$ cat config.mk
export PLATFORM = sky130hd
export DESIGN_NAME = MiniCpu
export DESIGN_NICKNAME = d
export VERILOG_FILES = /design/src/design/CpuPkg.sv /design/src/design/StepCounter.sv /design/src/design/ControlUnit.sv /design/src/design/RegisterFile.sv /design/src/design/FetchRegisters.sv /design/src/design/AluUnit.sv /design/src/design/BusMux.sv /design/src/design/MiniCpu.sv
export SDC_FILE = /design/constraint.sdc
export NUM_CORES = 2
export LEC_CHECK = 0
export BUFFER_PORTS_ARGS = -buffer_cell sky130_fd_sc_hd__buf_4
export CAP_MARGIN = 40
export CORE_MARGIN = 2
export CORE_UTILIZATION = 62
export DETAILED_ROUTE_END_ITERATION = 12
export PLACE_DENSITY = 0.82
export SYNTH_ARGS = -nofsm -noshare
export SYNTH_HDL_FRONTEND = slang
export SYNTH_SLANG_ARGS = --single-unit
$ cat constraint.sdc
create_clock -name Clock -period 20.2 [get_ports Clock]
set_input_delay 0 -clock Clock [delete_from_list [all_inputs] [get_ports Clock]]
set_output_delay 0 -clock Clock [all_outputs]
set_load 0.02 [all_outputs]
$ cat src/design/CpuPkg.sv
package CpuPkg;

    // ------------------------------------------------------------------------
    // Widths
    // ------------------------------------------------------------------------
    localparam int WordWidth = 32;
    localparam int RegCount  = 16;
    localparam int StepWidth = 3;
    localparam int AddrWidth = 15;

    typedef logic [$clog2(RegCount)-1:0] RegIndex;

    // ------------------------------------------------------------------------
    // Instruction format and control encodings
    // ------------------------------------------------------------------------
    typedef enum logic [4:0] {
        OpLoad = 5'd0,
        OpAdd  = 5'd1,
        OpSub  = 5'd2,
        OpAnd  = 5'd3,
        OpOr   = 5'd4,
        OpNot  = 5'd5,
        OpNeg  = 5'd6,
        OpMul  = 5'd7,
        OpMfhi = 5'd8,
        OpMflo = 5'd9,
        OpHalt = 5'd10
    } OpCode;

    typedef struct packed {
        OpCode                opcode;  // Bits 31..27.
        RegIndex              ra;      // Destination.
        RegIndex              rb;
        RegIndex              rc;
        logic [AddrWidth-1:0] address; // Zero-extended onto the bus.
    } InstrFields;

    typedef enum logic [3:0] {
        SrcNone,
        SrcReg,
        SrcPc,
        SrcMdr,
        SrcZLow,
        SrcZHigh,
        SrcHi,
        SrcLo,
        SrcAddr
    } BusSource;

    typedef enum logic [1:0] {
        StFetch,
        StExecute,
        StHalted
    } CpuState;

    typedef struct packed {
        BusSource busSource;
        RegIndex  regSelect;
        logic     regIn;
        logic     pcIn;
        logic     incPc;     // Z gets bus + 1 and Y clears.
        logic     marIn;
        logic     mdrIn;
        logic     irIn;
        logic     read;
        logic     yIn;
        logic     zIn;
        logic     hiIn;
        logic     loIn;
        OpCode    aluOp;
    } ControlWord;

endpackage

$ cat src/design/StepCounter.sv
`timescale 1ns/1ps

module StepCounter (
    input  logic                           Clock,
    input  logic                           rst,
    input  logic                           stepClear,
    output logic [CpuPkg::StepWidth-1:0]   step
);

    // Next step is zero after a phase ends.
    always_ff @(posedge Clock) begin
        if (rst || stepClear) begin
            step <= '0;
        end else begin
            step <= step + 1'b1;
        end
    end

endmodule

$ cat src/design/ControlUnit.sv
`timescale 1ns/1ps

module ControlUnit (
    input  logic                         Clock,
    input  logic                         rst,
    input  logic [CpuPkg::StepWidth-1:0] step,
    input  CpuPkg::InstrFields           instr,
    output CpuPkg::ControlWord           control,
    output logic                         stepClear,
    output logic                         instrDone,
    output logic                         halted
);

    CpuPkg::CpuState state;
    CpuPkg::CpuState nextState;
    logic            lastStep;

    always_ff @(posedge Clock) begin
        if (rst) begin
            state <= CpuPkg::StFetch;
        end else begin
            state <= nextState;
        end
    end

    assign halted = (state == CpuPkg::StHalted);

    // ------------------------------------------------------------------------
    // Micro-step decode
    // ------------------------------------------------------------------------
    always_comb begin
        control   = '0;
        nextState = state;
        lastStep  = 1'b0;
        stepClear = 1'b0;
        instrDone = 1'b0;
        case (state)
            CpuPkg::StFetch: begin
                case (step)
                    3'd0: begin
                        control.busSource = CpuPkg::SrcPc;
                        control.marIn     = 1'b1;
                        control.incPc     = 1'b1;
                        control.zIn       = 1'b1;
                    end
                    3'd1: begin
                        control.busSource = CpuPkg::SrcZLow;
                        control.pcIn      = 1'b1;
                        control.read      = 1'b1;
                        control.mdrIn     = 1'b1;
                    end
                    default: begin
                        control.busSource = CpuPkg::SrcMdr;
                        control.irIn      = 1'b1;
                        stepClear         = 1'b1;
                        nextState         = CpuPkg::StExecute;
                    end
                endcase
            end
            CpuPkg::StExecute: begin
                case (instr.opcode)
                    CpuPkg::OpLoad: begin
                        case (step)
                            3'd0: begin
                                control.busSource = CpuPkg::SrcAddr;
                                control.marIn     = 1'b1;
                            end
                            3'd1: begin
                                control.read  = 1'b1;
                                control.mdrIn = 1'b1;
                            end
                            default: begin
                                control.busSource = CpuPkg::SrcMdr;
                                control.regSelect = instr.ra;
                                control.regIn     = 1'b1;
                                lastStep          = 1'b1;
                            end
                        endcase
                    end
                    CpuPkg::OpAdd, CpuPkg::OpSub, CpuPkg::OpAnd, CpuPkg::OpOr,
                    CpuPkg::OpNot, CpuPkg::OpNeg, CpuPkg::OpMul: begin
                        case (step)
                            3'd0: begin
                                control.busSource = CpuPkg::SrcReg;
                                control.regSelect = instr.rb;
                                control.yIn       = 1'b1;
                            end
                            3'd1: begin
                                control.busSource = CpuPkg::SrcReg;
                                control.regSelect = instr.rc;
                                control.aluOp     = instr.opcode;
                                control.zIn       = 1'b1;
                            end
                            3'd2: begin
                                control.busSource = CpuPkg::SrcZLow;
                                if (instr.opcode == CpuPkg::OpMul) begin
                                    control.loIn = 1'b1;
                                end else begin
                                    control.regSelect = instr.ra;
                                    control.regIn     = 1'b1;
                                    lastStep          = 1'b1;
                                end
                            end
                            default: begin
                                control.busSource = CpuPkg::SrcZHigh; // Mul only.
                                control.hiIn      = 1'b1;
                                lastStep          = 1'b1;
                            end
                        endcase
                    end
                    CpuPkg::OpMfhi, CpuPkg::OpMflo: begin
                        control.busSource = (instr.opcode == CpuPkg::OpMfhi) ?
                                            CpuPkg::SrcHi : CpuPkg::SrcLo;
                        control.regSelect = instr.ra;
                        control.regIn     = 1'b1;
                        lastStep          = 1'b1;
                    end
                    default: begin
                        stepClear = 1'b1; // Halt and unknown codes.
                        nextState = CpuPkg::StHalted;
                    end
                endcase
                if (lastStep) begin
                    stepClear = 1'b1;
                    instrDone = 1'b1;
                    nextState = CpuPkg::StFetch;
                end
            end
            default: begin
                stepClear = 1'b1; // Parked until rst.
            end
        endcase
    end

endmodule

$ cat src/design/RegisterFile.sv
`timescale 1ns/1ps

module RegisterFile (
    input  logic                         Clock,
    input  logic                         rst,
    input  CpuPkg::ControlWord           control,
    input  logic [CpuPkg::WordWidth-1:0] bus,
    output logic [CpuPkg::WordWidth-1:0] regData
);

    logic [CpuPkg::WordWidth-1:0] regs [CpuPkg::RegCount];

    always_ff @(posedge Clock) begin
        if (rst) begin
            for (int i = 0; i < CpuPkg::RegCount; i++) begin
                regs[i] <= '0;
            end
        end else if (control.regIn) begin
            regs[control.regSelect] <= bus;
        end
    end

    assign regData = regs[control.regSelect]; // Same select for read and write.

endmodule

$ cat src/design/FetchRegisters.sv
`timescale 1ns/1ps

module FetchRegisters (
    input  logic                         Clock,
    input  logic                         rst,
    input  CpuPkg::ControlWord           control,
    input  logic [CpuPkg::WordWidth-1:0] bus,
    input  logic [CpuPkg::WordWidth-1:0] memData,
    output logic [CpuPkg::WordWidth-1:0] pcData,
    output logic [CpuPkg::WordWidth-1:0] mdrData,
    output logic [CpuPkg::WordWidth-1:0] memAddr,
    output CpuPkg::InstrFields           instr
);

    always_ff @(posedge Clock) begin
        if (rst) begin
            pcData  <= '0;
            memAddr <= '0;
        end else begin
            if (control.pcIn) begin
                pcData <= bus;
            end
            if (control.marIn) begin
                memAddr <= bus; // MAR drives the memory address directly.
            end
        end
    end

    always_ff @(posedge Clock) begin
        if (control.mdrIn) begin
            mdrData <= control.read ? memData : bus;
        end
        if (control.irIn) begin
            instr <= CpuPkg::InstrFields'(bus);
        end
    end

endmodule

$ cat src/design/AluUnit.sv
`timescale 1ns/1ps

module AluUnit (
    input  logic                         Clock,
    input  logic                         rst,
    input  CpuPkg::ControlWord           control,
    input  logic [CpuPkg::WordWidth-1:0] bus,
    output logic [CpuPkg::WordWidth-1:0] zLow,
    output logic [CpuPkg::WordWidth-1:0] zHigh,
    output logic [CpuPkg::WordWidth-1:0] hiData,
    output logic [CpuPkg::WordWidth-1:0] loData
);

    logic        [CpuPkg::WordWidth-1:0]   y;
    logic        [2*CpuPkg::WordWidth-1:0] z;
    logic        [2*CpuPkg::WordWidth-1:0] aluResult;
    logic signed [2*CpuPkg::WordWidth-1:0] product;
    logic        [CpuPkg::WordWidth-1:0]   lowResult;

    // ------------------------------------------------------------------------
    // Operations, Y is the left operand
    // ------------------------------------------------------------------------
    always_comb begin
        product   = $signed(y) * $signed(bus);
        lowResult = '0;
        case (control.aluOp)
            CpuPkg::OpAdd: lowResult = y + bus;
            CpuPkg::OpSub: lowResult = y - bus;
            CpuPkg::OpAnd: lowResult = y & bus;
            CpuPkg::OpOr:  lowResult = y | bus;
            CpuPkg::OpNot: lowResult = ~y;
            CpuPkg::OpNeg: lowResult = -y;
            default:       lowResult = '0;
        endcase
        if (control.aluOp == CpuPkg::OpMul) begin
            aluResult = product;
        end else begin
            aluResult = {{CpuPkg::WordWidth{1'b0}}, lowResult};
        end
    end

    always_ff @(posedge Clock) begin
        if (rst) begin
            y      <= '0;
            z      <= '0;
            hiData <= '0;
            loData <= '0;
        end else begin
            if (control.incPc) begin
                y <= '0;
            end else if (control.yIn) begin
                y <= bus;
            end
            if (control.zIn) begin
                z <= control.incPc ? {{CpuPkg::WordWidth{1'b0}}, bus + 1'b1} : aluResult;
            end
            if (control.hiIn) begin
                hiData <= bus;
            end
            if (control.loIn) begin
                loData <= bus;
            end
        end
    end

    assign zLow  = z[CpuPkg::WordWidth-1:0];
    assign zHigh = z[2*CpuPkg::WordWidth-1:CpuPkg::WordWidth];

endmodule

$ cat src/design/BusMux.sv
`timescale 1ns/1ps

module BusMux (
    input  CpuPkg::ControlWord           control,
    input  logic [CpuPkg::WordWidth-1:0] regData,
    input  logic [CpuPkg::WordWidth-1:0] pcData,
    input  logic [CpuPkg::WordWidth-1:0] mdrData,
    input  logic [CpuPkg::WordWidth-1:0] zLow,
    input  logic [CpuPkg::WordWidth-1:0] zHigh,
    input  logic [CpuPkg::WordWidth-1:0] hiData,
    input  logic [CpuPkg::WordWidth-1:0] loData,
    input  CpuPkg::InstrFields           instr,
    output logic [CpuPkg::WordWidth-1:0] bus
);

    always_comb begin
        case (control.busSource)
            CpuPkg::SrcReg:   bus = regData;
            CpuPkg::SrcPc:    bus = pcData;
            CpuPkg::SrcMdr:   bus = mdrData;
            CpuPkg::SrcZLow:  bus = zLow;
            CpuPkg::SrcZHigh: bus = zHigh;
            CpuPkg::SrcHi:    bus = hiData;
            CpuPkg::SrcLo:    bus = loData;
            CpuPkg::SrcAddr:  bus = {{(CpuPkg::WordWidth-CpuPkg::AddrWidth){1'b0}}, instr.address};
            default:          bus = '0; // Idle bus reads as zero.
        endcase
    end

endmodule

$ cat src/design/MiniCpu.sv
`timescale 1ns/1ps

module MiniCpu (
    input  logic                         Clock,
    input  logic                         rst,
    input  logic [CpuPkg::WordWidth-1:0] memData,
    output logic [CpuPkg::WordWidth-1:0] memAddr,
    output logic                         memRead,
    output logic                         instrDone,
    output logic                         halted
);

    CpuPkg::ControlWord           control;
    CpuPkg::InstrFields           instr;
    logic [CpuPkg::StepWidth-1:0] step;
    logic                         stepClear;
    logic [CpuPkg::WordWidth-1:0] bus;
    logic [CpuPkg::WordWidth-1:0] regData;
    logic [CpuPkg::WordWidth-1:0] pcData;
    logic [CpuPkg::WordWidth-1:0] mdrData;
    logic [CpuPkg::WordWidth-1:0] zLow;
    logic [CpuPkg::WordWidth-1:0] zHigh;
    logic [CpuPkg::WordWidth-1:0] hiData;
    logic [CpuPkg::WordWidth-1:0] loData;

    assign memRead = control.read; // Memory answers in the same cycle.

    StepCounter stepCounter (
        .Clock(Clock), .rst(rst), .stepClear(stepClear), .step(step)
    );

    ControlUnit controlUnit (
        .Clock(Clock), .rst(rst), .step(step), .instr(instr), .control(control),
        .stepClear(stepClear), .instrDone(instrDone), .halted(halted)
    );

    RegisterFile registerFile (
        .Clock(Clock), .rst(rst), .control(control), .bus(bus), .regData(regData)
    );

    FetchRegisters fetchRegisters (
        .Clock(Clock), .rst(rst), .control(control), .bus(bus), .memData(memData),
        .pcData(pcData), .mdrData(mdrData), .memAddr(memAddr), .instr(instr)
    );

    AluUnit aluUnit (
        .Clock(Clock), .rst(rst), .control(control), .bus(bus), .zLow(zLow),
        .zHigh(zHigh), .hiData(hiData), .loData(loData)
    );

    BusMux busMux (
        .control(control), .regData(regData), .pcData(pcData), .mdrData(mdrData),
        .zLow(zLow), .zHigh(zHigh), .hiData(hiData), .loData(loData), .instr(instr),
        .bus(bus)
    );

endmodule

==> summary.md <==
| Metric | Value |
|---|---|
| Hold depth | `4` |
| Area grow syn2layout | `7.14%` |
| Average routed wire per standard cell | `27.5 um` |
| CP Class | `register to register` |
| Final Skew | `33.3 ps` |
| CTS tree | `done` |
| Final Power | `9.67 mW` |
| Clock transition at the registers of the reported paths | `60 ps` |
| CTS Hold Buffers Added | `33` |
| Async set-reset flop share out of synthesis | `0%` |
| Post-Syn Instances | `7705` |
| Setup TNS | `0 ps` |
| Unique masters post-synth | `107` |
| CP Data Required Time | `20710 ps` |
| GPL Wtd Cong | `1.03` |
| Final ANT Viol Nets | `0` |
| GRT Total Usage | `40.9%` |
| Ys flop type | `edfxtp_1` |
| Clk root buf | `clkbuf_16` |
| Vias | `60500` |
| Total Wirelength | `253 mm` |
| Peak VDD IR | `0.000122 V` |
| Relative slew slack | `26.7%` |
| Drt first-iter violations | `8441` |
| Syn nets | `9046` |
| Number of I/O port buffers | `68` |
| Largest net degree at the start of global routing | `82` |
| Synthesized area | `0.0755 sq mm` |
| Die height | `353 um` |
| First-pass GRT wire length | `382 mm` |
| Outcome | `finished, final reports clean` |
| Most used cell, CP | `fa_1` |
| H-Tree Level Count | `3` |
| P per Cell Area | `120 mW/mm^2` |
| I/O pin cnt | `69` |
| Die Area | `0.125 sq mm` |
| Worst R2R Path Depth | `37` |
| Slowest stage delay, CP | `770 ps` |
| Syn Area/Cell | `9.80 sq um` |
| Maxcap violations | `0` |
| Total gr overflow | `0` |
| RSZ-0062 raised after global routing | `no` |
| Final Setup Violations | `0` |
| Vias in the first global route | `63600` |
| Slowest stage cell, crit path | `or4_1` |
| HP Class | `input port to register` |
| CP max FO | `35` |
| Final nets | `8853` |
| Core box area | `0.121 sq mm` |
| Ratio of cells with drive above 1 in the final layout | `7.94%` |
| Commonest non-fill, non-tap cells in the layout | `fa_1, inv_1, nor2_1` |
| Initial DRT Pass Iterations | `11` |
| Yosys Warn Count | `0` |
| Clk Latency, worst-skew pair | `670 ps` |
| CP endpoint kind | `register` |
| Fin. max-slew vios | `0` |
| Worst Max-Slew Pin Slew | `1100 ps` |
| FP Rows | `128` |
| Dpl hpwl | `172 mm` |
| P_leak | `34.9 nW` |
| Via-per-instance ratio | `6.56` |
| Post-CTS Setup Repair Bufs | `0` |
| Post-CTS Resized | `0` |
| Achievable Freq | `74.8 MHz` |
| TritonCTS Buffers | `84` |
| Arrival time worst endpoint | `13890 ps` |
| Most common cell after layout, fill and taps aside | `fa_1` |
| Clk sink count | `805` |
| Number of flops mapped to enable cells by yosys | `576` |
| Initial antenna violation count | `8` |
| Synthesized flop and latch total | `805` |
| Die width | `353 um` |
| Sequential share of the synthesized area | `29.0%` |
| Final Hold Vio Count | `0` |
| Maximum clock path buffer count | `3` |
| Setup crit start kind | `register` |
| Starting density of the core | `62.3%` |
| Post-route clock period utilization | `66.2%` |
| DRC viols | `0` |
| Period minus WS final | `13370 ps` |
## synthesized netlist by cell type, drive strengths merged (19+ instances only)
library cell	number	area, sq um
nor2b	123	769
o211ai	28	215
nor2	951	3580
o221ai	95	845
edfxtp	576	17300
o22ai	47	294
o2111ai	23	208
nand3	64	325
nand4	42	275
o21ai	170	851
and3	26	163
xnor2	116	1020
nand2b	36	225
o21a	20	150
a2111oi	25	259
clkbuf	450	1690
nor3	59	353
nor4	22	186
a22oi	40	300
fa	1083	21700
dfxtp	229	4580
mux2	100	1130
mux2i	34	340
a31oi	35	225
a21o	59	443
xor2	32	280
and2	342	2140
a211oi	195	1500
buf	142	682
inv	1073	4030
ha	224	2800
a21oi	221	1120
nand2	696	2620
o21bai	19	143
a221oi	31	295
nand3b	70	526
## metal layers
layer	GRT usage [%]	vias up	wire length, um
li1	-	24600	-
met1	48.4	29700	82300
met2	63.9	4780	114000
met3	11.6	1374	33200
met4	30.2	2	23100
met5	0.792	-	143
## sequential cells by signal (all words and copies together) (netlist names)
register	count
controlUnit.state	2
fetchRegisters.mdrData	32
fetchRegisters.instr	32
fetchRegisters.pcData	32
registerFile.regs	512
fetchRegisters.memAddr	32
stepCounter.step	3
aluUnit.y	32
aluUnit.loData	32
aluUnit.z	64
aluUnit.hiData	32
## power breakdown
part           switching (mW)  internal, mW
clock                   0.687         0.881
combinational            4.35          1.62
sequential              0.129          2.01
## through the flow
stage	hold WS (ps)	util [%]	std cells	setup WS, ps	area (sq um)
floorplan	230	-	7705	9570	75500
global placement	332	63.9	8995	7260	77500
detailed placement	339	64.1	9009	7050	77700
CTS	220	66.6	9195	6980	80800
global route	257	66.7	9206	6400	80800
finish	229	66.7	9213	6830	80900
## critical path, delay by kind of cell (launching register included)
| kind | cells | cell delay, ps |
|---|---|---|
| and+or+nand+nor | 3 | 1380 |
| AOI/OAI and AO/OA | 15 | 3860 |
| xor gates and xnor gates | 1 | 720 |
| muxes | 1 | 400 |
| adders and majority gates | 9 | 4180 |
| buffers and inverters | 8 | 2060 |
| DFF | 1 | 520 |
## cells by family (layout without fill, tap and decap cells)
logic type      count (synthesis)  after routing  share of synthesized area (%)
compound gates               1125           1125                           10.5
xor+xnor                      148            148                           1.72
fa+ha+maj                    1307           1307                           32.4
buf+inv                      1676           1550                           8.53
flops                         805            805                           29.0
mux                           148            148                           2.36
other cells                     0              9                              0
simple gates                 2496           2496                           15.4
## layout make-up
cell class,count,area [sq um]
well taps,1625,2030
diodes,9,22.5
flip-flops and latches,805,21900
multi-input cells,5224,47500
inverters,1084,4070
clock buffers,106,2280
clock inverters,47,467
repair buffers,313,2570
fillers,9044,40400
## final timing paths
check	from	end	slack, ps
worst max-delay path	stepCounter.step[2]	aluUnit.z[31]	6830
worst min-delay path	memData[26]	fetchRegisters.mdrData[26]	230
worst max register to register	stepCounter.step[2]	aluUnit.z[31]	6830
worst min register to register	aluUnit.z[62]	aluUnit.z[62]	460
Note: power is estimated with default switching activity, not from simulation.
